File: config.mk
export PLATFORM = sky130hd
export DESIGN_NAME = clint_timer
export DESIGN_NICKNAME = d
export VERILOG_FILES = /design/src/source/dbus_pkg.sv /design/src/source/clint_timer.sv
export SDC_FILE = /design/constraint.sdc
export NUM_CORES = 1
export LEC_CHECK = 0
export BUFFER_PORTS_ARGS = -buffer_cell sky130_fd_sc_hd__buf_4
export CORE_UTILIZATION = 25
export DETAILED_ROUTE_END_ITERATION = 10
export GPL_TIMING_DRIVEN = 0
export SLEW_MARGIN = 30
export SYNTH_ARGS = -nofsm -noshare
export SYNTH_HDL_FRONTEND = slang
export SYNTH_SLANG_ARGS = --single-unit
File: constraint.sdc
create_clock -name clk -period 2.5 [get_ports clk]
set_input_delay 0.25 -clock clk [delete_from_list [all_inputs] [get_ports clk]]
set_output_delay 0.25 -clock clk [all_outputs]
set_load 0.05 [all_outputs]
File: src/source/dbus_pkg.sv
package dbus_pkg;

   typedef logic [31:0] addr_t;     // Byte address on the data bus
   typedef logic [31:0] data_t;
   typedef logic [3:0]  sel_byte_t; // One bit per byte lane
   typedef logic [3:0]  dev_sel_t;

   typedef enum logic [1:0] {
      ST_OPS_NONE = 2'b00,
      ST_OPS_SB   = 2'b01,
      ST_OPS_SH   = 2'b10,
      ST_OPS_SW   = 2'b11
   } st_ops_t;

   // Device select field is the top address nibble
   localparam int DEV_SEL_ADDR_HIGH = 31;
   localparam int DEV_SEL_ADDR_LOW  = 28;

   localparam dev_sel_t DMEM_ADDR_MATCH  = 4'h8;
   localparam dev_sel_t UART_ADDR_MATCH  = 4'h9;
   localparam dev_sel_t CLINT_ADDR_MATCH = 4'h2;

   localparam int DMEM_WORDS    = 256;
   localparam int DMEM_IDX_BITS = $clog2(DMEM_WORDS);

   // UART register offsets
   localparam logic [11:0] UART_TXDATA_OFS = 12'h000;
   localparam logic [11:0] UART_STATUS_OFS = 12'h004;
   localparam logic [11:0] UART_DIV_OFS    = 12'h008;
   localparam logic [15:0] UART_DIV_RESET  = 16'd16;

   // CLINT register offsets
   localparam logic [15:0] CLINT_MTIMECMP_LO_OFS = 16'h4000;
   localparam logic [15:0] CLINT_MTIMECMP_HI_OFS = 16'h4004;
   localparam logic [15:0] CLINT_MTIME_LO_OFS    = 16'hBFF8;
   localparam logic [15:0] CLINT_MTIME_HI_OFS    = 16'hBFFC;

   // Replace the enabled byte lanes of a word
   function automatic data_t byte_merge(data_t old_word, data_t new_word, sel_byte_t sel);
      data_t merged;
      merged = old_word;
      for (int i = 0; i < 4; i++) begin
         if (sel[i]) merged[i*8 +: 8] = new_word[i*8 +: 8];
      end
      return merged;
   endfunction

endpackage : dbus_pkg

File: src/source/clint_timer.sv
`timescale 1ns/100ps

module clint_timer (
   input  logic                clk,
   input  logic                rst_i,
   input  logic                sel_i,
   input  logic                stb_i,
   input  logic                w_en_i,
   input  dbus_pkg::addr_t     addr_i,
   input  dbus_pkg::data_t     w_data_i,
   input  dbus_pkg::sel_byte_t sel_byte_i,
   output dbus_pkg::data_t     r_data_o,
   output logic                ack_o,
   output logic                timer_irq_o
);

   logic            ack_q;
   logic            access;
   logic            wr;
   logic [15:0]     reg_ofs;
   logic [63:0]     mtime_q;
   logic [63:0]     mtimecmp_q;
   logic            irq_q;
   dbus_pkg::data_t cmp_lo_next;
   dbus_pkg::data_t cmp_hi_next;
   dbus_pkg::data_t r_data_q;

   assign access  = sel_i & stb_i & ~ack_q;
   assign wr      = access & w_en_i;
   assign reg_ofs = addr_i[15:0];

   assign cmp_lo_next = dbus_pkg::byte_merge(mtimecmp_q[31:0], w_data_i, sel_byte_i);
   assign cmp_hi_next = dbus_pkg::byte_merge(mtimecmp_q[63:32], w_data_i, sel_byte_i);

   always_ff @(posedge clk) begin
      if (rst_i) begin
         ack_q      <= 1'b0;
         mtime_q    <= '0;
         mtimecmp_q <= '1;                         // Keeps irq off after reset
         irq_q      <= 1'b0;
      end else begin
         ack_q   <= access;
         mtime_q <= mtime_q + 64'd1;               // Free running
         if (wr && reg_ofs == dbus_pkg::CLINT_MTIMECMP_LO_OFS) begin
            mtimecmp_q[31:0] <= cmp_lo_next;
         end
         if (wr && reg_ofs == dbus_pkg::CLINT_MTIMECMP_HI_OFS) begin
            mtimecmp_q[63:32] <= cmp_hi_next;
         end
         irq_q <= (mtime_q >= mtimecmp_q);
      end
   end

   always_ff @(posedge clk) begin
      if (access && !w_en_i) begin
         case (reg_ofs)
            dbus_pkg::CLINT_MTIMECMP_LO_OFS: r_data_q <= mtimecmp_q[31:0];
            dbus_pkg::CLINT_MTIMECMP_HI_OFS: r_data_q <= mtimecmp_q[63:32];
            dbus_pkg::CLINT_MTIME_LO_OFS:    r_data_q <= mtime_q[31:0];
            dbus_pkg::CLINT_MTIME_HI_OFS:    r_data_q <= mtime_q[63:32];
            default:                         r_data_q <= '0;
         endcase
      end
   end

   assign r_data_o    = r_data_q;
   assign ack_o       = ack_q;
   assign timer_irq_o = irq_q;

endmodule : clint_timer

# Word level (Yosys, flattened, before mapping)
# Cells that the tools add are included.
# word_totals
reg_bits	162
input_bits	73
out_inout_bits	34
wordCells	35
# op_classes
n_addsub	1
n_lt_le_gt_ge	1
n_eq_ne	4
muxes	1
n_bitwise	4
reduce_logical	12
# ops
cell	n
32-bit one-hot mux with 4 select lines	1
64-bit by 1-bit adder with 64-bit output, second input constant	1
64-bit greater-or-equal comparator	1
16-bit by 15-bit equality test with 1-bit output, second input constant	2
16-bit equality test, second input constant	2
2-bit AND reduction	8
1-bit AND	3
1-bit logical AND	3
1-bit zero test	1
1-bit inverter	1

# Depth between registers and ports, before layout
# logic_depth
depth_word	5
mapped_depth	9

# Worst setup path after synthesis
# No wires, ideal clock.
# synth_timing
kind	register to register
startpoint	reg ack_q, in the netlist ack_o
endpoint	reg r_data_q[0], in the netlist r_data_o[0] (enable)
setup_time_ns	0.421
t_arrival_ns	2.138
path_slack_ns	-0.059
stages_incl_launch_ff	3
n_path_buf	0
synth_period_minus_slack_ns	2.559
path_cell_list	dfxtp_1 -> nand3b_1 -> nor2_1
# synth_via
elab_chain_len	3
# synth_lines
element	line	rtl
start: declaration	clint_timer.sv:17	logic ack_q;
start signal: assignment	clint_timer.sv:42	ack_q <= access;
1-bit inverter	clint_timer.sv:28	assign access = sel_i & stb_i & ~ack_q;
1-bit AND	clint_timer.sv:28	
1-bit logical AND	clint_timer.sv:55	if (access && !w_en_i) begin
end signal: assignment	clint_timer.sv:57	dbus_pkg::CLINT_MTIMECMP_LO_OFS: r_data_q <= mtimecmp_q[31:0];
end signal: assignment	clint_timer.sv:58	dbus_pkg::CLINT_MTIMECMP_HI_OFS: r_data_q <= mtimecmp_q[63:32];
end signal: assignment	clint_timer.sv:59	dbus_pkg::CLINT_MTIME_LO_OFS: r_data_q <= mtime_q[31:0];
end: declaration	clint_timer.sv:26	dbus_pkg::data_t r_data_q;
# No other way between the ends.
# A chain may end at the register's enable or synchronous reset.

# Final worst setup path
# layout_timing
startpoint	reg mtime_q[33]
endpoint	reg irq_q, in the netlist timer_irq_o
# layout_via
elab_chain_len	1
# layout_lines
element	line	rtl
start: declaration	clint_timer.sv:21	logic [63:0] mtime_q;
start signal: assignment	clint_timer.sv:43	mtime_q <= mtime_q + 64'd1;
64-bit greater-or-equal comparator	clint_timer.sv:50	irq_q <= (mtime_q >= mtimecmp_q);
end signal: assignment	clint_timer.sv:50	
end: declaration	clint_timer.sv:23	logic irq_q;
# No other way between the ends.

==> results.txt <==
- After detailed routing, the average wire length per cell comes to 17.3 um.
- The tightest min-delay check is of the input port to flop type.
* Via count of the first global-routing pass: 7711
* Seq cells post-synth: roughly 160
- Mean instance size in the synthesized netlist: 8.71 sq um
- Worst-case setup slack after placement: -0.744 ns
- IR analysis of the VDD net gives a maximum drop of just over 0.0004 V.
* Layout cells sized above 1: around 14%
* Layout area overhead: 22.7%
- Of all cell types, the one taking the most synthesized area is sky130_fd_sc_hd__dfxtp_1.
* Worst Setup End Kind: flop
- CP Launch Type: flop
- Final estimated routing congestion in global placement: 0.861
* Most used standard cells in the synthesized netlist: sky130_fd_sc_hd__nand3_1 (153), sky130_fd_sc_hd__dfxtp_1 (130), sky130_fd_sc_hd__nand2_1 (109), sky130_fd_sc_hd__inv_1 (74), sky130_fd_sc_hd__nor2_1 (68)
- By instance count, the leading cell after synthesis is sky130_fd_sc_hd__nand3_1.
- Net count reported at finish: ~1.3k
- Hold is met by roughly 0.066 ns.
- The clock period could shrink to approximately 2.4 ns.
- Antenna violation net count after detailed routing: 0
- Async set or reset register ratio after synthesis: 0%
- For this design the top-level I/O count stands at 107.
- Vertical die dimension: 189 um
- Global-route usage over all layers: about 16%
- Setup violations remaining at the end of the flow were counted as 0.
- Count of pins over their slew limit: 0
- Area share of the largest cell type after synthesis: about 30%
* Worst setup slack after layout: approximately 0.10 ns
- Detailed router's first-iteration violation count: 484
- Clock tree from TritonCTS: yes
- After technology mapping, the gate count stands at between 1k and 1.5k.
- Cell type of the slowest stage on the worst timing path: sky130_fd_sc_hd__a2111o_1
* Number of vias per cell: between 4 and 5
- Maximum level of the CTS H-tree: 4
- Worst-skew pair later-pin latency: 0.42 ns
* Worst max-slew margin expressed relative to the limit: 31.4%
- Hold-fix buffers, CTS: 0
* Die outline width: between 150 and 200 um
* Area of placed instances: roughly 10000 sq um
* Largest net degree at the start of global routing: 20
* Max capacitance violation total: 0
* Dpl cells: between 1.5k and 2k
* Initial cell density of the core: about a quarter
- The number of different library cells used by synthesis comes to 49.
- Of all nets on the critical path, the largest fanout is 6.
- Input and output buffers added on the ports amount to 86.
* Pleak: 5.07 nW
- The synthesized netlist occupies a cell area of just under 9000 sq um.
* Total grt overflow: 0
* Power density over cell area: around 530 nW/um^2
- Row generation in the floorplan step produced 68 rows.
- The flow ran to the end, and the final reports show no timing, DRC or antenna violations.
- Final routed wirelength across all metal layers: ~27 mm
* Number of warnings printed during yosys synthesis: 0
- Non-filler instance count after layout: between 1.5k and 2k
- Wire length of the first global-routing pass: roughly 43 mm
* Number of flops mapped to enable cells by yosys: 32
- Unrepaired setup endpoints after global routing: true
* Floorplan Core Area: 34500 sq um
- The final count of hold timing violations came to 0.
- By instance count, the cell type seen most on the critical path is sky130_fd_sc_hd__o21ai_0.
- For the final database, setup skew stands at approximately 0.0096 ns.
- Buf+Inv Stages, Crit Path: 0
- Detailed placement finished with a half-perimeter wire length of 21.0 mm.
- Data on the critical path is required at its endpoint by roughly 2.8 ns.
- Clock sink count: about 160
- The pre-antenna-repair detailed-routing pass consisted of 6 iterations.
* Root Driver: sky130_fd_sc_hd__clkbuf_16
- The most used flip-flop cell after synthesis is sky130_fd_sc_hd__dfxtp_1.
- The clock passes through at most 2 buffers.
- Counting every net in the synthesized netlist gives between 1k and 1.5k.
- At the pin with the least slew margin, the transition time is 1.03 ns.
- The number of antenna violations at the first check in global routing was 0.
* Post-CTS clock slew at the launch and capture registers of the worst setup and hold paths: about 0.070 ns
- Grouping stages by cell kind, the critical path spends the most delay in compound AO/OA/AOI/OAI gates.
- After layout, the worst path uses roughly 96% of the clock period.
- Clock buffer count from CTS: 17
* Top area cells in the synthesized netlist: sky130_fd_sc_hd__dfxtp_1 (30%), sky130_fd_sc_hd__edfxtp_1 (11%), sky130_fd_sc_hd__ha_1 (9.3%), sky130_fd_sc_hd__nand3_1 (8.7%), sky130_fd_sc_hd__mux2i_1 (7.3%)
- Maximum achievable frequency: approximately 420 MHz
- Residual DRC: 0
* Floorplan die area: about 36000 sq um
- The repair_antennas step left the layout with diodes totalling 0.
- Summing all non-filler instances in the final layout gives an area of between 10000 and 15000 sq um.
- Share of the yosys chip area belonging to registers: between 40% and 50%
- The detailed router placed around 7.7k vias in this run.
- Kind of critical path: flop to flop
- The largest single stage delay on the critical path is 0.50 ns.
- Arrival time at the worst endpoint: roughly 2.7 ns
* CP Cell Sequence: ha_1, a21oi_1, o21ai_0, a221o_1, a2111o_1, a22oi_1, o21ai_0
[cell usage in the layout (no fill, tap or decap), types with 22 or more instances in the layout]
cell type | netlist | final
sky130_fd_sc_hd__nand3_1 | 153 | 152
sky130_fd_sc_hd__dfxtp_1 | 130 | 127
sky130_fd_sc_hd__nand2_1 | 109 | 109
sky130_fd_sc_hd__buf_4 | 0 | 95
sky130_fd_sc_hd__inv_1 | 74 | 74
sky130_fd_sc_hd__nor2_1 | 68 | 67
sky130_fd_sc_hd__ha_1 | 65 | 65
sky130_fd_sc_hd__mux2i_1 | 64 | 64
sky130_fd_sc_hd__xnor2_1 | 39 | 39
sky130_fd_sc_hd__clkbuf_1 | 40 | 35
sky130_fd_sc_hd__o22ai_1 | 32 | 32
sky130_fd_sc_hd__edfxtp_1 | 32 | 32
sky130_fd_sc_hd__a21oi_1 | 26 | 26
sky130_fd_sc_hd__nand4_1 | 24 | 24
sky130_fd_sc_hd__nor4_1 | 25 | 22
[kinds of logic after synthesis]
logic type | after synthesis | share of synthesized area (%)
AOI/OAI and AO/OA | 95 | 6.73
xor gates and xnor gates | 56 | 5.60
adders and majority gates | 65 | 9.28
buffers and inverters | 124 | 5.58
DFF | 162 | 40.7
muxes | 64 | 7.31
and+or+nand+nor | 440 | 24.8
[layout make-up]
cell class | count | area [sq um]
Timing Repair Buffer | 96 | 741
Inverter | 75 | 282
Clock buffer | 20 | 479
Tap cell | 455 | 569
Multi-Input combinational cell | 720 | 4770
Buffer | 48 | 211
Sequential cell | 162 | 3570
Fill cell | 3661 | 23800
Clock inverter | 12 | 129
[timing repair]
item	CTS	global route
hold endpoints to repair	0	0
buffers inserted	7	1
setup endpoints to repair	56	22
gates resized for setup	4	10
pin swaps	2	0
[stage by stage]
stage | setup TNS (ns) | utilization [%] | power [mW]
after floorplan | 0 | - | 2.91
after global placement | -64.13 | 28.9 | 3.06
after detailed placement | -33.33 | 29.0 | 3.07
after CTS | 0 | 31.0 | 5.75
after global routing | 0 | 31.1 | 5.87
final | 0 | 31.1 | 5.72
[sequential cells by signal, summed over array words and instances, names as in the netlist]
signal / flops
mtimecmp_q: 64
ack_o: 1
mtime_q: 64
timer_irq_o: 1
r_data_o: 32
[worst register-to-register path, stage by stage, from the launching register on]
cell	delay (ns)
sky130_fd_sc_hd__dfxtp_1	0.47
sky130_fd_sc_hd__ha_1	0.29
sky130_fd_sc_hd__a21oi_1	0.13
sky130_fd_sc_hd__o21ai_0	0.13
sky130_fd_sc_hd__a221o_1	0.41
sky130_fd_sc_hd__a2111o_1	0.50
sky130_fd_sc_hd__a22oi_1	0.15
sky130_fd_sc_hd__o21ai_0	0.16
[layer usage]
metal / up-vias / share of wire, % / track usage [%]
met5: - / 0 / 0
li1: 3802 / - / -
met4: 0 / 3.6 / 6.36
met1: 3641 / 43 / 19.4
met2: 207 / 48 / 26.5
met3: 52 / 5.5 / 2.91
[worst paths after layout]
path | cells after the start | end | start | slack (ns)
max | 7 | timer_irq_o | mtime_q[33] | 0.10
min | 3 | mtimecmp_q[50] | w_data_i[18] | 0.07
max reg2reg | 7 | timer_irq_o | mtime_q[33] | 0.10
min reg2reg | 2 | mtimecmp_q[62] | mtimecmp_q[62] | 0.49
[where the power goes]
| group | internal [mW] | total (mW) | switching [mW] |
|---|---|---|---|
| logic | 0.118 | 0.324 | 0.206 |
| clock network | 1.59 | 2.70 | 1.11 |
| registers | 2.68 | 2.69 | 0.0138 |
| total | 4.38 | 5.72 | 1.33 |
Note: power is estimated with default switching activity, not from simulation.
