--- config.mk ---
export PLATFORM = sky130hd
export DESIGN_NAME = dbus_interconnect
export DESIGN_NICKNAME = d
export VERILOG_FILES = /design/src/source/dbus_pkg.sv /design/src/source/dbus_interconnect.sv
export SDC_FILE = /design/constraint.sdc
export NUM_CORES = 1
export LEC_CHECK = 0
export BUFFER_PORTS_ARGS = -buffer_cell sky130_fd_sc_hd__buf_2
export CELL_PAD_IN_SITES_DETAIL_PLACEMENT = 1
export CELL_PAD_IN_SITES_GLOBAL_PLACEMENT = 2
export CORE_ASPECT_RATIO = 0.7
export CORE_UTILIZATION = 14
export DETAILED_ROUTE_END_ITERATION = 7
export PLACE_DENSITY_LB_ADDON = 0.25
export SLEW_MARGIN = 5
export SYNTH_ARGS = -nofsm -noshare
export SYNTH_HDL_FRONTEND = slang
export SYNTH_SLANG_ARGS = --single-unit
--- constraint.sdc ---
create_clock -name vclk -period 1.5
set_input_delay 0.15 -clock vclk [all_inputs]
set_output_delay 0.15 -clock vclk [all_outputs]
set_load 0.02 [all_outputs]
--- src/source/dbus_pkg.sv ---
package dbus_pkg;

   typedef logic [31:0] addr_t;     // Byte address on the data bus
   typedef logic [31:0] data_t;
   typedef logic [3:0]  sel_byte_t; // One bit per byte lane
   typedef logic [3:0]  dev_sel_t;

   typedef enum logic [1:0] {
      ST_OPS_NONE = 2'b00,
      ST_OPS_SB   = 2'b01,
      ST_OPS_SH   = 2'b10,
      ST_OPS_SW   = 2'b11
   } st_ops_t;

   // Device select field is the top address nibble
   localparam int DEV_SEL_ADDR_HIGH = 31;
   localparam int DEV_SEL_ADDR_LOW  = 28;

   localparam dev_sel_t DMEM_ADDR_MATCH  = 4'h8;
   localparam dev_sel_t UART_ADDR_MATCH  = 4'h9;
   localparam dev_sel_t CLINT_ADDR_MATCH = 4'h2;

   localparam int DMEM_WORDS    = 256;
   localparam int DMEM_IDX_BITS = $clog2(DMEM_WORDS);

   // UART register offsets
   localparam logic [11:0] UART_TXDATA_OFS = 12'h000;
   localparam logic [11:0] UART_STATUS_OFS = 12'h004;
   localparam logic [11:0] UART_DIV_OFS    = 12'h008;
   localparam logic [15:0] UART_DIV_RESET  = 16'd16;

   // CLINT register offsets
   localparam logic [15:0] CLINT_MTIMECMP_LO_OFS = 16'h4000;
   localparam logic [15:0] CLINT_MTIMECMP_HI_OFS = 16'h4004;
   localparam logic [15:0] CLINT_MTIME_LO_OFS    = 16'hBFF8;
   localparam logic [15:0] CLINT_MTIME_HI_OFS    = 16'hBFFC;

   // Replace the enabled byte lanes of a word
   function automatic data_t byte_merge(data_t old_word, data_t new_word, sel_byte_t sel);
      data_t merged;
      merged = old_word;
      for (int i = 0; i < 4; i++) begin
         if (sel[i]) merged[i*8 +: 8] = new_word[i*8 +: 8];
      end
      return merged;
   endfunction

endpackage : dbus_pkg

--- src/source/dbus_interconnect.sv ---
`timescale 1ns/100ps

module dbus_interconnect (
   input  logic                clk,
   input  logic                rst_i,

   // Requester side
   input  logic                ld_req_i,
   input  dbus_pkg::st_ops_t   st_ops_i,
   input  dbus_pkg::addr_t     addr_i,
   input  dbus_pkg::data_t     w_data_i,
   output dbus_pkg::data_t     r_data_o,
   output logic                ack_o,

   // Shared slave lines
   output dbus_pkg::addr_t     dbus_addr_o,
   output dbus_pkg::data_t     dbus_w_data_o,
   output dbus_pkg::sel_byte_t dbus_sel_byte_o,
   output logic                dbus_cyc_o,
   output logic                dbus_stb_o,
   output logic                dbus_w_en_o,

   output logic                dmem_sel_o,
   output logic                uart_sel_o,
   output logic                clint_sel_o,

   input  dbus_pkg::data_t     dmem_r_data_i,
   input  dbus_pkg::data_t     uart_r_data_i,
   input  dbus_pkg::data_t     clint_r_data_i,
   input  logic                dmem_ack_i,
   input  logic                uart_ack_i,
   input  logic                clint_ack_i
);

   logic               st_req;
   logic               dbus_req;
   dbus_pkg::dev_sel_t dev_sel;

   assign st_req   = (st_ops_i != dbus_pkg::ST_OPS_NONE);
   assign dbus_req = ld_req_i | st_req;
   assign dev_sel  = addr_i[dbus_pkg::DEV_SEL_ADDR_HIGH:dbus_pkg::DEV_SEL_ADDR_LOW];

   // Store data steering into byte lanes
   always_comb begin
      dbus_w_data_o   = '0;
      dbus_sel_byte_o = 4'b0000;
      case (st_ops_i)
         dbus_pkg::ST_OPS_SB: begin
            dbus_w_data_o[addr_i[1:0]*8 +: 8] = w_data_i[7:0];
            dbus_sel_byte_o = 4'b0001 << addr_i[1:0];
         end
         dbus_pkg::ST_OPS_SH: begin
            if (addr_i[1]) begin
               dbus_w_data_o[31:16] = w_data_i[15:0];
               dbus_sel_byte_o      = 4'b1100;
            end else begin
               dbus_w_data_o[15:0] = w_data_i[15:0];
               dbus_sel_byte_o     = 4'b0011;
            end
         end
         dbus_pkg::ST_OPS_SW: begin
            dbus_w_data_o   = w_data_i;
            dbus_sel_byte_o = 4'b1111;
         end
         default: ;                                  // Loads carry no data
      endcase
   end

   // Priority decode, dmem first
   always_comb begin
      dmem_sel_o  = 1'b0;
      clint_sel_o = 1'b0;
      uart_sel_o  = 1'b0;
      if (dbus_req) begin
         if (dev_sel == dbus_pkg::DMEM_ADDR_MATCH) dmem_sel_o = 1'b1;
         else if (dev_sel == dbus_pkg::CLINT_ADDR_MATCH) clint_sel_o = 1'b1;
         else if (dev_sel == dbus_pkg::UART_ADDR_MATCH) uart_sel_o = 1'b1;
      end
   end

   assign dbus_addr_o = addr_i;
   assign dbus_cyc_o  = dbus_req;
   assign dbus_stb_o  = dmem_sel_o | uart_sel_o | clint_sel_o;
   assign dbus_w_en_o = st_req;

   // Return path from the selected slave, zero when unmapped
   always_comb begin
      if (dmem_sel_o) begin
         r_data_o = dmem_r_data_i;
         ack_o    = dmem_ack_i;
      end else if (clint_sel_o) begin
         r_data_o = clint_r_data_i;
         ack_o    = clint_ack_i;
      end else if (uart_sel_o) begin
         r_data_o = uart_r_data_i;
         ack_o    = uart_ack_i;
      end else begin
         r_data_o = '0;
         ack_o    = 1'b0;
      end
   end

   a_sel_onehot: assert property (@(posedge clk) disable iff (rst_i)
      $onehot0({dmem_sel_o, uart_sel_o, clint_sel_o}))
      else $error("More than one slave selected");

   // Slave acks must never leak out without a live request
   a_ack_needs_req: assert property (@(posedge clk) disable iff (rst_i)
      ack_o |-> dbus_req)
      else $error("Acknowledge without request");

endmodule : dbus_interconnect

After elaboration in Yosys (flattened, before gate mapping)

Cells that the tools add are included.
Widths: inputs -> output; s select.

Word-level logic and storage cells: 35
Input bits: 168
Flip-flop bits (word level): 0
Output and inout bits: 107

Shift operators: 3
Multiplexer cells: 20
Reduce and logical (&&, ||, !) cells: 1
Add/sub/neg operators: 1
Eq/ne operators: 6
Bitwise operators: 4

Operator list:

| cell                    | count |
|---|---|
| $mux 32                 | 3 |
| $pmux 32 s3             | 1 |
| $neg 5->34              | 1 |
| $shift 8x34->32 const A | 1 |
| $shiftx 8x34->32        | 1 |
| $and 32x32->32          | 1 |
| $mux 16                 | 2 |
| $mux 1                  | 12 |
| $pmux 4 s3              | 1 |
| $eq 4x4->1 const B      | 2 |
| $eq 2x2->1 const B      | 2 |
| $eq 4x2->1 const B      | 1 |
| $mux 4                  | 1 |
| $shl 1x2->4 const A     | 1 |
| $or 1x1->1              | 3 |
| $eq 2x1->1 const B      | 1 |
| $reduce_bool 2->1       | 1 |

Longest topological paths before layout

Gate-level depths: netlist of run 1.

Depth after elaboration: 8
Mapped depth: 6

Worst setup path after synthesis of run 1

Ideal clock, no wire load.

Path type: input -> output
Start point: in addr_i[0]
End point: out dbus_w_data_o[21]
Data arrival time: 1.304 ns
Required time: 1.350 ns
Stages on the path: 5
Buffers on the path: 0
Slack: 0.046 ns
Cell sequence: inv_1 ha_1 nor4b_1 a31oi_1 o21ai_0

Longest elaborated chain between the ends: 4
Elaborated cells on any way between the ends: 5

Ends and longest elaborated chain:

| what                                                       | line                    | RTL |
|---|---|---|
| from (decl)                                                | dbus_interconnect.sv:10 | `input dbus_pkg::addr_t addr_i,` |
| $neg 5->34 (*)                                             | dbus_interconnect.sv:49 | `dbus_w_data_o[addr_i[1:0]*8 +: 8] = w_data_i[7:0];` |
| $shiftx 8x34->32 / $shift 8x34->32 (equally long branches) | dbus_interconnect.sv:49 |  |
| $and 32x32->32 (no line) (*)                               | -                       |  |
| $pmux 32 s3 (*)                                            | dbus_interconnect.sv:47 | `case (st_ops_i)` |
| to (decl)                                                  | dbus_interconnect.sv:17 | `output dbus_pkg::data_t dbus_w_data_o,` |

Every way passes the cells marked *; elsewhere a longest branch is shown, timed or not.

Final worst setup path of run 1

Start point: in addr_i[1]
End point: out dbus_w_data_o[18]

Longest elaborated chain between the ends: 4
Elaborated cells on any way between the ends: 6

Ends and longest elaborated chain:

| what                                                       | line |
|---|---|
| $neg 5->34                                                 | dbus_interconnect.sv:49 |
| $shiftx 8x34->32 / $shift 8x34->32 (equally long branches) | dbus_interconnect.sv:49 |
| $and 32x32->32 (no line)                                   | - |
| $pmux 32 s3 (*)                                            | dbus_interconnect.sv:47 |

Marked as above.

==> results.yml, run 1 <==
outcome:
  outcome: "completed"
sta:
  final-max-slew-violation-count: 0
  finalHoldViolCount: 0
  slew-limit-headroom_pct: 73.42
  setup_viol: 0
  period_minus_slack_ns: 1.462
  rsz0062_at_grt: "yes"
  finalCritPeriodShare_pct: 97.47
  max_freq_ghz: 0.6840
  setup_slack_ns: 0.03793
  tns_ns: 0
  tightest_slew_ns: 0.3987
power:
  total_leakage_power_nw: 1.952
  power_mw: 0.9977
  powerDensity_mw_per_mm2: 301.4
  irDropWorstVdd_mv: 0.1231
synth:
  syn-cell-area_mm2: 0.001959
  synth.yosys.warnings: 0
  syn_inst: 249
  synth_cell_types: 33
  syn_nets: 424
  syn_avg_cell_area_um2: 7.869
  synth-seq-area-share_pct: 0
floorplan:
  die_h_um: 101.0
  initial_utilization_pct: 14.62
  design.die.area_mm2: 0.01448
  die_w_um: 143.4
  placementRows: 35
  core_area_mm2: 0.01340
  num_io_pins: 275
placement:
  dpl-instance-area_mm2: 0.003166
  portBuffers: 221
  gp_congestion: 0.7385
  dp_hpwl_um: 8161
  pre_cts_ws_ns: -0.1605
layout:
  final_common_cell: "buf_2"
  final_cell_mix: "buf_2, a21o_1, nor3b_1"
  n_antenna_cell: 0
  num-fill-cells: 1695
  area_delta_synth_final_pct: 68.97
  final_area_mm2: 0.003311
  nClkBuffers: 0
  final_nets: 610
  seqCellArea_um2: 0
  drive_gt1_share_pct: 67.67
  design.seq.count: 0
critical_path:
  path_buf_inv: 4
  slowest_delay_ns: 0.24
  crit_chain: "buf_12 -> buf_4 -> and3b_1 -> a41o_1 -> buf_12 -> a22o_1 -> buf_2"
  startpoint: "addr_i[1]"
  critPathTopFamily: "buffers and inverters"
  crit_top_cell: "buf_12"
  start_kind: "input port"
  crit_type: "input port to output pin"
  crit_slowest_cell: "a41o_1"
  end_kind: "output pin"
  required_ns: 1.35
  cp_max_fo: 7
  arrival_ns: 1.31
routing:
  vias_per_cell: 4.406
  drc_errors: 0
  ant_nets: 0
  dr.pass1.iters: 4
  wl_per_cell_um: 16.60
  via_count: 2723
  wl_um: 10260
  drt_iter0_markers: 56
grt:
  grt_antenna_before_repair: 0
  grt_pass1_vias: 2847
  grt-ovfl-total: 0
  grt_pass1_wl_um: 15350
  track_usage_pct: 13.11
  grt_max_degree: 36
run:
  drv_cap: 0
worst_hold_path:
  hp-class: "input port to output pin"
  hold_start: "addr_i[16]"
-- worst paths after layout --
check           endpoint  slack (ns)  cells past startpoint
max    dbus_w_data_o[18]        0.04                      7
min      dbus_addr_o[16]        0.30                      0
-- what timing repair did --
action	4_1_cts	5_1_grt
pin swaps	3	5
gates resized for setup	22	20
hold buffers	0	0
setup endpoints to repair	32	34
setup buffers	0	0
-- routing by layer --
layer  vias up  part of all wire [%]  GRT usage, %
met5         -                     0             0
met4         0                  0.75         1.227
met3        10                   6.9         1.520
met2        92                    50         25.65
met1      1317                    42         15.68
li1       1304                     -             -
-- stage by stage --
step                utilization, %  hold WS, ns  cells
global route                 24.71       0.3000    618
global placement             23.62       0.3001    619
CTS                          24.18       0.3001    618
floorplan                        -       0.3863    249
detailed placement           23.62       0.3001    619
finish                       24.71       0.3000    618
-- Yosys cell counts (all sizes together) --
library cell | n | share of area [%]
buf | 57 | 21
a21o | 42 | 16
nor3b | 35 | 14
o221a | 33 | 19
a22o | 21 | 9.4
and2 | 10 | 3.2
nor2 | 8 | 1.7
ha | 7 | 4.5
clkbuf | 5 | 0.96
inv | 5 | 0.96
a32o | 3 | 1.5
nand2b | 3 | 0.96
and3 | 2 | 0.64
nand2 | 2 | 0.38
nor2b | 2 | 0.64
nor3 | 2 | 0.77
o21ai | 2 | 0.51
a21oi | 1 | 0.26
a31oi | 1 | 0.32
a41o | 1 | 0.51
and3b | 1 | 0.45
and4 | 1 | 0.45
and4b | 1 | 0.51
nor4 | 1 | 0.32
nor4b | 1 | 0.45
o21a | 1 | 0.38
or2 | 1 | 0.32
-- area by class of cell --
cell class	instances	area (µm²)	share of cell area, %
multi-input combinational	182	1590	48.03
timing repair buffer	246	1455	43.95
tap	185	231.5	6.992
inverter	5	33.78	1.020
-- where the power goes --
part	internal (mW)	total [mW]	switching, mW
Clock	0	0	0
Combinational	0.479	0.998	0.518
Sequential	0	0	0
-- logic make-up (layout without fill, tap and decap cells) --
kind of cell / count (synthesis) / in the layout / share of synthesized area (%)
buffers and inverters: 67 / 251 / 22.86
adder cells (fa/ha/maj): 7 / 7 / 4.470
AO/OA/AOI/OAI: 105 / 105 / 47.96
AND/OR/NAND/NOR: 70 / 70 / 24.71
Note: power is estimated with default switching activity, not from simulation.
==> inputs of run 2 (changes only) <==
ABC_AREA = 1   (was default)
CORE_UTILIZATION = 12   (was 14)
==> results.yml, run 2 <==
sta:
  final-max-slew-violation-count: 0
  max_freq_ghz: 0.6903
  finalHoldViolCount: 0
  setup_viol: 0
  slew-limit-headroom_pct: 80.48
  period_minus_slack_ns: 1.449
  tightest_slew_ns: 0.2925
  finalCritPeriodShare_pct: 96.58
run:
  drv_cap: 0
critical_path:
  crit_type: "input port to output pin"
  required_ns: 1.35
  end_kind: "output pin"
  cp_max_fo: 5
  arrival_ns: 1.30
  start_kind: "input port"
routing:
  drc_errors: 0
  drt_iter0_markers: 195
  vias_per_cell: 4.216
  wl_um: 11970
  dr.pass1.iters: 4
  ant_nets: 0
  wl_per_cell_um: 14.60
  via_count: 3457
floorplan:
  initial_utilization_pct: 12.47
  die_w_um: 158.9
  core_area_mm2: 0.01659
  num_io_pins: 275
  placementRows: 39
  die_h_um: 111.8
  design.die.area_mm2: 0.01777
synth:
  syn-cell-area_mm2: 0.002068
  syn_inst: 400
  syn_avg_cell_area_um2: 5.171
  syn_nets: 575
  synth_top_cell_area_share_pct: 36.54
  yosysMostFrequentCell: "nand3_1"
  synth-seq-area-share_pct: 0
  synth_area_leaders: "nand3_1, buf_4, nand2_1"
  ys_top_cells_by_count: "nand3_1, nand2_1, buf_4"
  synth.yosys.warnings: 0
  yosysTopAreaCell: "nand3_1"
  synth_cell_types: 21
grt:
  grt_pass1_wl_um: 18580
  grt_max_degree: 65
  track_usage_pct: 12.52
  grt_antenna_before_repair: 0
  grt_pass1_vias: 3425
  grt-ovfl-total: 0
power:
  total_leakage_power_nw: 2.031
  powerDensity_mw_per_mm2: 270.2
  power_mw: 0.9730
  irDropWorstVdd_mv: 0.1251
layout:
  seqCellArea_um2: 0
  final_cell_mix: "buf_2, nand3_1, nand2_1"
  final_common_cell: "buf_2"
  num-fill-cells: 2179
  final_nets: 772
  final_area_mm2: 0.003601
  area_delta_synth_final_pct: 74.11
  drive_gt1_share_pct: 49.75
  final_cells: 820
  design.seq.count: 0
  n_antenna_cell: 0
  nClkBuffers: 0
placement:
  dp_hpwl_um: 9843
  dp_cells: 816
  dpl-instance-area_mm2: 0.003401
  portBuffers: 221
  gp_congestion: 0.8341
worst_hold_path:
  hp-class: "input port to output pin"
outcome:
  outcome: "completed"
cts:
  hold_buffers: 0
==> run 2: cell count changes after synthesis, sizes merged, moves of 11 or more <==
| cell | change |
|---|---|
| o21ai | +12 |
| a21o | -42 |
| nor2 | +11 |
| inv | +28 |
| o221a | -33 |
| nor3b | -35 |
| nand3 | +151 |
| a22o | -21 |
| nand2 | +75 |
==> run 2: final timing paths <==
check        from                 to  slack (ns)  depth (start not counted)
max     addr_i[0]  dbus_w_data_o[17]        0.05                          8
min    addr_i[10]    dbus_addr_o[10]        0.30                          0
==> run 2: what timing repair did <==
action,in CTS,in global routing
buffers inserted,2,1
resized for setup,14,36
pin swaps,0,9
cloned,0,1
endpoints found under the setup margin,25,30
==> run 2: power breakdown <==
part | internal [mW] | leakage (nW) | switching [mW] | total (mW)
sequential | 0 | 0 | 0 | 0
clock | 0 | 0 | 0 | 0
combinational | 0.404 | 2.03 | 0.569 | 0.973
total | 0.404 | 2.03 | 0.569 | 0.973
==> run 2: metal layers <==
| layer | vias up | wire length [µm] | track usage [%] |
|---|---|---|---|
| met3 | 8 | 657 | 1.416 |
| met2 | 110 | 5578 | 21.32 |
| met5 | - | 0 | 0 |
| li1 | 1730 | - | - |
| met4 | 0 | 65 | 0.9615 |
| met1 | 1609 | 5672 | 17.55 |
==> run 2: kinds of logic (layout without fill, tap and decap cells) <==
| kind of cell | after synthesis | in the layout | share of synthesized area (%) |
|---|---|---|---|
| adder cells (fa/ha/maj) | 7 | 7 | 4.235 |
| AO/OA/AOI/OAI | 31 | 31 | 9.014 |
| buffers and inverters | 95 | 290 | 26.26 |
| AND/OR/NAND/NOR | 267 | 267 | 60.50 |
==> run 2: area by class of cell <==
cell class	count	area, µm²	area share, %
timing repair inverter	1	7.507	0.2085
timing repair buffer	255	1523	42.29
inverter	34	143.9	3.996
multi-input combinational	305	1645	45.69
tap	225	281.5	7.818
==> run 2: critical path: stages <==
cell        delay, ns
buf_6            0.10
inv_6            0.04
ha_4             0.31
clkinvlp_4       0.19
nor3_2           0.20
nand3_1          0.09
nand2_1          0.07
buf_4            0.14
==> run 2: metrics by stage <==
stage / hold slack, ns / util (%) / setup TNS (ns) / worst slack [ns]
floorplan: 0.4126 / - / 0 / 0.04386
global placement: 0.3001 / 20.50 / -1.281 / -0.1076
detailed placement: 0.3001 / 20.50 / -1.816 / -0.1466
CTS: 0.3001 / 20.87 / -0.3213 / -0.06254
global route: 0.3000 / 21.70 / -0.0006580 / -0.0006580
finish: 0.3000 / 21.70 / 0 / 0.05129
