## src/source/dbus_pkg.sv

```systemverilog
package dbus_pkg;

   typedef logic [31:0] addr_t;     // Byte address on the data bus
   typedef logic [31:0] data_t;
   typedef logic [3:0]  sel_byte_t; // One bit per byte lane
   typedef logic [3:0]  dev_sel_t;

   typedef enum logic [1:0] {
      ST_OPS_NONE = 2'b00,
      ST_OPS_SB   = 2'b01,
      ST_OPS_SH   = 2'b10,
      ST_OPS_SW   = 2'b11
   } st_ops_t;

   // Device select field is the top address nibble
   localparam int DEV_SEL_ADDR_HIGH = 31;
   localparam int DEV_SEL_ADDR_LOW  = 28;

   localparam dev_sel_t DMEM_ADDR_MATCH  = 4'h8;
   localparam dev_sel_t UART_ADDR_MATCH  = 4'h9;
   localparam dev_sel_t CLINT_ADDR_MATCH = 4'h2;

   localparam int DMEM_WORDS    = 256;
   localparam int DMEM_IDX_BITS = $clog2(DMEM_WORDS);

   // UART register offsets
   localparam logic [11:0] UART_TXDATA_OFS = 12'h000;
   localparam logic [11:0] UART_STATUS_OFS = 12'h004;
   localparam logic [11:0] UART_DIV_OFS    = 12'h008;
   localparam logic [15:0] UART_DIV_RESET  = 16'd16;

   // CLINT register offsets
   localparam logic [15:0] CLINT_MTIMECMP_LO_OFS = 16'h4000;
   localparam logic [15:0] CLINT_MTIMECMP_HI_OFS = 16'h4004;
   localparam logic [15:0] CLINT_MTIME_LO_OFS    = 16'hBFF8;
   localparam logic [15:0] CLINT_MTIME_HI_OFS    = 16'hBFFC;

   // Replace the enabled byte lanes of a word
   function automatic data_t byte_merge(data_t old_word, data_t new_word, sel_byte_t sel);
      data_t merged;
      merged = old_word;
      for (int i = 0; i < 4; i++) begin
         if (sel[i]) merged[i*8 +: 8] = new_word[i*8 +: 8];
      end
      return merged;
   endfunction

endpackage : dbus_pkg

```

## src/source/uart_tx_periph.sv

```systemverilog
`timescale 1ns/100ps

module uart_tx_periph (
   input  logic                clk,
   input  logic                rst_i,
   input  logic                sel_i,
   input  logic                stb_i,
   input  logic                w_en_i,
   input  dbus_pkg::addr_t     addr_i,
   input  dbus_pkg::data_t     w_data_i,
   input  dbus_pkg::sel_byte_t sel_byte_i,
   output dbus_pkg::data_t     r_data_o,
   output logic                ack_o,
   output logic                tx_o
);

   logic            ack_q;
   logic            access;
   logic [11:0]     reg_ofs;
   dbus_pkg::data_t r_data_q;
   dbus_pkg::data_t div_merged;
   logic [15:0]     div_q;
   logic [15:0]     baud_cnt_q;
   logic [3:0]      bit_cnt_q;
   logic [9:0]      shift_q;
   logic            busy;
   logic            baud_tick;
   logic            tx_start;

   assign access  = sel_i & stb_i & ~ack_q;
   assign reg_ofs = addr_i[11:0];
   assign busy    = (bit_cnt_q != 4'd0);

   // Bit period is div cycles, a divisor of zero acts as one
   assign baud_tick = ({1'b0, baud_cnt_q} + 17'd1) >= {1'b0, div_q};

   assign tx_start = access & w_en_i & sel_byte_i[0] & ~busy
                   & (reg_ofs == dbus_pkg::UART_TXDATA_OFS);

   assign div_merged = dbus_pkg::byte_merge({16'h0, div_q}, w_data_i, sel_byte_i);

   always_ff @(posedge clk) begin
      if (rst_i) begin
         ack_q      <= 1'b0;
         div_q      <= dbus_pkg::UART_DIV_RESET;
         baud_cnt_q <= '0;
         bit_cnt_q  <= '0;
         shift_q    <= '1;                         // Line idles high
      end else begin
         ack_q <= access;
         if (access && w_en_i && reg_ofs == dbus_pkg::UART_DIV_OFS) begin
            div_q <= div_merged[15:0];
         end
         if (tx_start) begin
            shift_q    <= {1'b1, w_data_i[7:0], 1'b0}; // Stop, data, start
            bit_cnt_q  <= 4'd10;
            baud_cnt_q <= '0;
         end else if (busy) begin
            if (baud_tick) begin
               shift_q    <= {1'b1, shift_q[9:1]};
               bit_cnt_q  <= bit_cnt_q - 4'd1;
               baud_cnt_q <= '0;
            end else begin
               baud_cnt_q <= baud_cnt_q + 16'd1;
            end
         end
      end
   end

   // Register reads
   always_ff @(posedge clk) begin
      if (access && !w_en_i) begin
         case (reg_ofs)
            dbus_pkg::UART_STATUS_OFS: r_data_q <= {31'h0, busy};
            dbus_pkg::UART_DIV_OFS:    r_data_q <= {16'h0, div_q};
            default:                   r_data_q <= '0;
         endcase
      end
   end

   assign r_data_o = r_data_q;
   assign ack_o    = ack_q;
   assign tx_o     = shift_q[0];

endmodule : uart_tx_periph
```

## config.mk

```make
export PLATFORM = sky130hd
export DESIGN_NAME = uart_tx_periph
export DESIGN_NICKNAME = d
export VERILOG_FILES = /design/src/source/dbus_pkg.sv /design/src/source/uart_tx_periph.sv
export SDC_FILE = /design/constraint.sdc
export NUM_CORES = 1
export LEC_CHECK = 0
export BUFFER_PORTS_ARGS = -buffer_cell sky130_fd_sc_hd__buf_2
export CORE_UTILIZATION = 40
export CTS_BUF_LIST = sky130_fd_sc_hd__clkbuf_2
export CTS_CLUSTER_DIAMETER = 40
export DETAILED_ROUTE_END_ITERATION = 16
export GPL_ROUTABILITY_DRIVEN = 0
export PLACE_DENSITY = 0.66
export SETUP_SLACK_MARGIN = 0.3
export SYNTH_ARGS = -nofsm -noshare
export SYNTH_HDL_FRONTEND = slang
export SYNTH_SLANG_ARGS = --single-unit
```

## constraint.sdc

```tcl
create_clock -name clk -period 5.4 [get_ports clk]
set_input_delay 1.08 -clock clk [delete_from_list [all_inputs] [get_ports clk]]
set_output_delay 1.08 -clock clk [all_outputs]
set_load 0.02 [all_outputs]
```

Word-level counts from Yosys, hierarchy flattened
Index checks and enable logic that the tools add are counted.
Cells by class
  order comparisons: 1
  multiplexer cells: 8
  eq/ne operators: 2
  shift-type cells: 0
  $add $sub $neg: 3
  bitwise gates (word level): 8
  divide/modulo/power cells: 0
  reduce and logical (&&, ||, !) cells: 13
  $mul: 0
Operators with widths (count)
  $pmux 16 s2: 1
  $mux 9: 3
  $add 16x1->17 const B: 1
  $ge 17x16->1: 1
  $add 16x1->16 const B: 1
  $mux 16: 1
  $eq 12x3->1 const B: 1
  $eq 12x4->1 const B: 1
  $logic_not 12->1: 1
  $mux 4: 3
  $reduce_and 2->1: 4
  $and 1x1->1: 6
  $reduce_bool 2->1: 2
  $reduce_bool 4->1: 1
  $sub 4x1->4 const B: 1
  $logic_and 1x1->1: 3
  $not 1->1: 2
  $reduce_or 2->1: 1
  $logic_not 1->1: 1
Word-level totals
  output and inout port bits: 34
  register bits: 78
  memory bits (writable): 0
  bits in latches: 0
  memory bits (read-only): 0
  bits of input ports: 73
  memories: 0

Depth between registers and ports, before layout
Gate-level depths: netlist (run 1).
  depth in word-level cells: 8
  gate-level depth with buffers: 13
  gate-level depth less buffers: 12

Least setup slack after synthesis (run 1)
No wires, ideal clock.
  path kind: reg2reg
  from: register baud_cnt_q[0]
  to: register bit_cnt_q[0]
  library setup time: 121 ps
  arrival: 2954 ps
  path slack: 2325 ps
  cell stages (with the launch flop): 13
  required time: 5279 ps
  cells stage by stage: dfxtp_1 > ha_1 > nand4_1 > nor2_1 > nand3_1 > xnor2_1 > ha_1 > a21o_1 > a21o_1 > a211o_1 > a211oi_2 > or2_2 > mux2_2
On the way
  cells in the longest elaborated chain, start to end: 3
RTL lines
  from (decl): RTL line uart_tx_periph.sv:23  | logic [15:0] baud_cnt_q;
  from (signal assigned): RTL line uart_tx_periph.sv:64  | baud_cnt_q <= baud_cnt_q + 16'd1;
  $add 16x1->17: RTL line uart_tx_periph.sv:35  | assign baud_tick = ({1'b0, baud_cnt_q} + 17'd1) >= {1'b0, div_q};
  $ge 17x16->1: RTL line uart_tx_periph.sv:35
  $reduce_and 2->1 (no source line)
  to (signal assigned): RTL line uart_tx_periph.sv:61  | bit_cnt_q <= bit_cnt_q - 4'd1;
  to (decl): RTL line uart_tx_periph.sv:24  | logic [3:0] bit_cnt_q;
Every way passes these cells.
A chain may end at the register's enable or synchronous reset.

Worst setup path in the final report (run 1)
  from: register baud_cnt_q[0]
  to: register baud_cnt_q[9]
On the way
  cells in the longest elaborated chain, start to end: 3
  elaborated cells between the ends (all ways): 4
RTL lines
  $add 16x1->17: RTL line uart_tx_periph.sv:35
  $ge 17x16->1: RTL line uart_tx_periph.sv:35
  $mux 16 (*): RTL line uart_tx_periph.sv:59  | if (baud_tick) begin
Mark *: on every way between the ends. The rest lies on a longest branch, timed or not.

==> impl_metrics.toml, run 1 <==
[global_route]
antenna_found_initial = 0
grt_use_total = 0.1707
first_global_vias = 2510
grt-ovfl-total = 0
grt_pass1_wl_um = 11540
grt_max_degree = 34

[clocking]
cts_sinks = 62
cts_tree = "built"
cts_max_level = 3
ctsRootBufferMaster = "clkbuf_2"
cts_buffers = 9
clk_path_buf_depth = 2
cts_setup_buffers = 0
clkLatencyLatePin_ns = 0.51
clkTransAtPathRegs_ns = 0.17
cts-hold-fix-buffers = 0
cts.repair.resized = 0

[worst_setup_path]
crit_type = "reg -> reg"
rr_startpoint = "baud_cnt_q[0]"
worstSetupStartpointType = "register"
crit_fanout = 18
worstPathCellList = "ha_1 > nand4_1 > nor2_1 > nand3_1 > xnor2_1 > ha_1 > a21o_1 > a21o_1 > a211o_1 > a211oi_4 > buf_4 > nand3_1 > a31oi_1"
reg2reg_depth = 13
cp_num_buf_inv = 1
cp_top_family = "compound AO/OA/AOI/OAI gates"
cp-end-kind = "register"
cp.required_ns = 5.84
arrival_ns = 4.29
r2r_slack_ns = 1.54
reg2reg_to = "baud_cnt_q[9]"
crit_slowest_cell = "a211oi_4"
cp_slowest_stage_delay_ns = 0.53

[floorplanning]
dieArea_sq_um = 8813
fp.dieH_um = 93.88
initial_core_util = 0.4131
core_sq_um = 8175
die_w_um = 93.88
rows = 33
boundaryPins = 107

[timing]
fmax_ghz = 0.2594
whs_ns = 0.4943
setup_tns_ns = 0
finalCritPeriodShare = 0.7139
finalMaxSlewViolations = 0
hold_violations = 0
tightest_slew_ns = 0.7792
period_needed_ns = 3.855
fin_skew_ns = 0.02543
maxSlewHeadroom = 0.4805
rsz0062_at_grt = "no"
finalSetupViolCount = 0

[worst_hold_path]
whs_endpoint = "shift_q[7]"
holdCritStartpoint = "shift_q[7]"
hold_class = "reg -> reg"
hold_depth = 2

[synthesis]
syn_avg_cell_area_sq_um = 8.771
synth_adder_area_share = 0.07040
synth_xor_area_frac = 0.03631
synth-compound-area-share = 0.1156
syn_inst = 385
synth_edf_count = 16
synth_area_sq_um = 3377
synthSimpleGateAreaFrac = 0.2327
synthMuxAreaShare = 0.04780
synthFlopType = "dfxtp_1"
yosys_warnings = 0
synthArstFlopShare = 0
synth.distinct_cells = 49
synth_top_family_by_area = "simple AND/OR/NAND/NOR gates"
ys_ff_latch = 62
synth_seq_area_share = 0.4150

[job]
maxCapViolCount = 0

[pwr]
power.share.clock = 0.351
ir_worst_vdd_v = 0.00009190
p_seq_frac = 0.535
power_switching_mw = 0.2409
pwr-share-comb = 0.114
p_per_area_nw_per_um2 = 240.1
p_int_mw = 0.6699
swShare = 0.2645
power.leakage_nw = 1.430

[finish]
antennaDiodeCount = 0
area_delta_synth_final_pct = 12.34
fill_cells = 787
drive_above_1_share = 0.1826
nets = 525

[route]
drtIter0Drc = 175
ant_nets = 0
wire_per_inst_um = 13.03
dr.pass1.iters = 4
drc_errors = 0
viasPerCell = 5.088
num_vias = 2763
drt-total-wl_um = 7073

[place]
portBuffers = 52
dp_hpwl_um = 5143

[run_status]
status = "complete, no violations"
[worst register-to-register path, delay by kind of cell, from the launching register on]
kind / cells / cell delay [ns]
flip-flops: 1 / 0.47
adder cells (fa/ha/maj): 2 / 0.60
XOR/XNOR: 1 / 0.17
AND/OR/NAND/NOR: 4 / 0.82
AO/OA/AOI/OAI: 5 / 1.38
buffers and inverters: 1 / 0.35
[metal layers]
metal  part of all wire  track usage  up-vias
li1                   -            -     1428
met1               0.48       0.2159     1250
met2               0.44       0.2713       74
met3              0.055      0.03317       11
met4              0.019      0.09487        0
met5                  0            0        -
[area by class of cell]
class	instances	area (sq um)	share of cell area
clock buffers	11	55.05	0.01451
clock inverters	5	73.82	0.01946
inverters	19	71.32	0.01880
multi-input cells	285	1770	0.4667
flip-flops and latches	62	1401	0.3694
well taps	105	131.4	0.03463
repair buffers	56	290.3	0.07652
[cell families (layout without fill, tap and decap cells)]
logic type / Yosys count / after routing
adders and majority gates: 19 / 19
and+or+nand+nor: 160 / 160
buffers and inverters: 53 / 91
DFF: 62 / 62
AOI/OAI and AO/OA: 60 / 60
muxes: 16 / 16
xor gates and xnor gates: 14 / 14
other: 1 / 16
[cell usage after synthesis, drive strengths merged, types with 2 or more instances]
library cell / count / area, sq um
inv: 19 / 71.32
xnor2: 9 / 78.83
o21a: 7 / 52.55
xor2: 5 / 43.79
edfxtp: 16 / 480.5
nand4: 7 / 43.79
nor3: 8 / 56.31
or3b: 2 / 17.52
or2: 2 / 12.51
a21o: 3 / 22.52
a31oi: 8 / 50.05
or4: 2 / 15.01
a21oi: 17 / 85.08
mux2i: 15 / 150.1
nor3b: 2 / 15.01
or3: 3 / 18.77
nor2: 52 / 197.7
dfxtp: 46 / 920.9
nand2: 38 / 145.1
o22a: 6 / 52.55
and3: 2 / 12.51
and4: 2 / 17.52
nand3: 23 / 115.1
buf: 24 / 165.2
o211ai: 2 / 15.01
o21ai: 11 / 55.05
a211oi: 2 / 20.02
clkbuf: 10 / 37.54
ha: 19 / 237.7
nor4: 8 / 50.05
nand3b: 5 / 37.54
[flip-flops by register name, summed over array words and instances (netlist names)]
register and flops:
shift_q 9, r_data_o 16, bit_cnt_q 4, baud_cnt_q 16, div_q 16, ack_o 1
[power groups by stage]
| stage | sequential, mW | combinational [mW] | clock [mW] |
|---|---|---|---|
| after global placement | 0.497 | 0.102 | 0 |
| after CTS | 0.487 | 0.104 | 0.328 |
| final | 0.487 | 0.104 | 0.320 |
| after global routing | 0.489 | 0.115 | 0.353 |
| after floorplan | 0.500 | 0.0729 | 0 |
| after detailed placement | 0.497 | 0.104 | 0 |
[placed cells by master (no fill, tap or decap), types with 7 or more instances in the layout]
cell type  count
nor4_1         8
xnor2_1        9
a21oi_1       17
dfxtp_1       46
o21a_1         7
edfxtp_1      16
a31oi_1        8
mux2i_1       15
nor2_1        51
ha_1          19
buf_2         52
inv_1         19
clkbuf_2      11
conb_1        16
nand3_1       23
nand2_1       37
o21ai_0       11
nand4_1        7
[worst max-delay path by stage]
| stage | startpoint | to | cells after the start |
|---|---|---|---|
| after floorplan | baud_cnt_q[0] | bit_cnt_q[0] | 12 |
| after global placement | baud_cnt_q[0] | bit_cnt_q[0] | 12 |
| after detailed placement | baud_cnt_q[0] | baud_cnt_q[9] | 13 |
| after CTS | baud_cnt_q[0] | baud_cnt_q[9] | 13 |
| after global routing | baud_cnt_q[0] | baud_cnt_q[12] | 13 |
| final | baud_cnt_q[0] | baud_cnt_q[9] | 13 |
[per-stage QoR]
step	cell area [sq um]	setup WS [ns]	cells	power, mW	util
floorplan	3433	2.325	400	0.5730	-
global placement	3665	1.638	527	0.5984	0.4483
detailed placement	3665	1.601	527	0.6011	0.4483
CTS	3794	1.553	543	0.9193	0.4640
global route	3794	1.167	543	0.9564	0.4640
finish	3794	1.545	543	0.9108	0.4640
(Power assumes the default switching activity.)
==> inputs of run 2 (changes only) <==
Clock period 5.4 ns to 3.9 ns, I/O delays scaled along.
==> impl_metrics.toml, run 2 (synthesized netlist as in run 1, its figures left out) <==
[global_route]
first_global_vias = 2538
antenna_found_initial = 0
grt_max_degree = 25
grt_use_total = 0.1745
grt_pass1_wl_um = 11830
grt-ovfl-total = 0

[route]
drt-total-wl_um = 7291
ant_nets = 0
viasPerCell = 5.122
dr.pass1.iters = 4
wire_per_inst_um = 13.30
num_vias = 2807
drtIter0Drc = 165
drc_errors = 0

[place]
dp_hpwl_um = 5413
portBuffers = 52

[floorplanning]
dieArea_sq_um = 8813
core_sq_um = 8175
rows = 33
fp.dieH_um = 93.88
die_w_um = 93.88
initial_core_util = 0.4131
boundaryPins = 107

[timing]
fmax_ghz = 0.2958
rsz0062_at_grt = "no"
setup_tns_ns = 0
whs_ns = 0.4857
period_needed_ns = 3.381
tightest_slew_ns = 0.7716
finalCritPeriodShare = 0.8669
finalSetupViolCount = 0
maxSlewHeadroom = 0.4833
finalMaxSlewViolations = 0
fin_skew_ns = 0.02676
hold_violations = 0

[worst_setup_path]
r2r_slack_ns = 0.52
crit_slowest_cell = "or4_1"
crit_type = "reg -> reg"
rr_startpoint = "baud_cnt_q[0]"
crit_fanout = 17
cp_slowest_stage_delay_ns = 0.51
reg2reg_to = "bit_cnt_q[2]"
cp.required_ns = 4.36
worstPathCellList = "buf_4 > nand2_1 > or3_1 > nor2_1 > xor2_1 > ha_1 > nand3_1 > nor4_1 > a211o_1 > a211oi_4 > buf_4 > buf_4 > or4_1 > nand2_1"
worstSetupStartpointType = "register"
arrival_ns = 3.84
startpoint = "baud_cnt_q[0]"
crit_path_end = "bit_cnt_q[2]"
path_common_cell = "buf_4"
reg2reg_depth = 14
cp-end-kind = "register"

[pwr]
swShare = 0.2682
p_per_area_nw_per_um2 = 331.1
p_seq_frac = 0.531
p_int_mw = 0.9286
pwr-share-comb = 0.122
ir_worst_vdd_v = 0.0001536
power.share.clock = 0.346
power_switching_mw = 0.3404
power.leakage_nw = 1.447
totalPowerFinal_mw = 1.269

[clocking]
clkTransAtPathRegs_ns = 0.18
clk_path_buf_depth = 2
clkLatencyLatePin_ns = 0.52
ctsRootBufferMaster = "clkbuf_2"
cts_max_level = 3
cts_sinks = 62
cts_tree = "built"
cts_buffers = 9

[finish]
fill_cells = 790
nets = 530
area_delta_synth_final_pct = 13.49
layout_common_cells = "52 x buf_2, 51 x nor2_1, 45 x dfxtp_1, 37 x nand2_1, 23 x nand3_1"
antennaDiodeCount = 0
final_common_cell = "buf_2"
drive_above_1_share = 0.1919

[job]
maxCapViolCount = 0

[worst_hold_path]
hold_class = "in -> reg"

[run_status]
status = "complete, no violations"
-- run 2: worst max-delay path: cells and delay by family (launching register included) --
| family | cells | cell delay (ns) |
|---|---|---|
| AOI/OAI and AO/OA | 2 | 0.25 |
| xor gates and xnor gates | 1 | 0.11 |
| adders and majority gates | 1 | 0.30 |
| buffers and inverters | 3 | 0.51 |
| DFF | 1 | 0.38 |
| and+or+nand+nor | 7 | 1.78 |
-- run 2: layout make-up --
class / count / area [sq um] / share of cell area
Sequential cell: 62 / 1403 / 0.3660
Inverter: 19 / 71.32 / 0.01861
Timing Repair Buffer: 61 / 327.8 / 0.08554
Tap cell: 105 / 131.4 / 0.03428
Clock inverter: 6 / 76.32 / 0.01992
Clock buffer: 10 / 50.05 / 0.01306
Multi-Input combinational cell: 285 / 1773 / 0.4626
-- run 2: what timing repair did --
action | 4_1_cts | 5_1_grt
setup buffers | 0 | 1
endpoints found under the setup margin | 0 | 21
hold endpoints to repair | 0 | 0
gates resized for setup | 0 | 2
hold buffers | 0 | 0
-- run 2: per-layer routing --
metal	share of wire	vias to the layer above	global-route usage	routed length, um
li1	-	1421	-	-
met1	0.49	1297	0.2302	3577
met2	0.44	72	0.2658	3206
met3	0.047	17	0.04531	341
met4	0.023	0	0.07949	166
met5	0	-	0	0
-- run 2: metrics by stage --
stage / cells / area [sq um] / util / worst slack (ns)
after global placement: 531 / 3695 / 0.4519 / 0.5459
after CTS: 547 / 3821 / 0.4674 / 0.4068
after detailed placement: 531 / 3695 / 0.4519 / 0.4462
after global routing: 548 / 3832 / 0.4688 / 0.3328
after floorplan: 400 / 3433 / - / 0.8252
final: 548 / 3832 / 0.4688 / 0.5193
-- run 2: worst min path at each step --
stage / start / endpoint / slack (ns) / depth (start not counted)
floorplan: shift_q[7] / shift_q[7] / 0.45 / 2
global placement: shift_q[7] / shift_q[7] / 0.46 / 2
detailed placement: shift_q[7] / shift_q[7] / 0.47 / 2
CTS: w_data_i[9] / div_q[9] / 0.48 / 3
global route: w_data_i[12] / div_q[12] / 0.46 / 3
finish: w_data_i[12] / div_q[12] / 0.49 / 3
-- run 2: power groups by stage --
| stage | clock network [mW] | registers (mW) | logic [mW] |
|---|---|---|---|
| after floorplan | 0 | 0.692 | 0.101 |
| after global placement | 0 | 0.688 | 0.145 |
| after detailed placement | 0 | 0.688 | 0.147 |
| after CTS | 0.444 | 0.674 | 0.148 |
| after global routing | 0.472 | 0.676 | 0.167 |
| final | 0.439 | 0.674 | 0.155 |
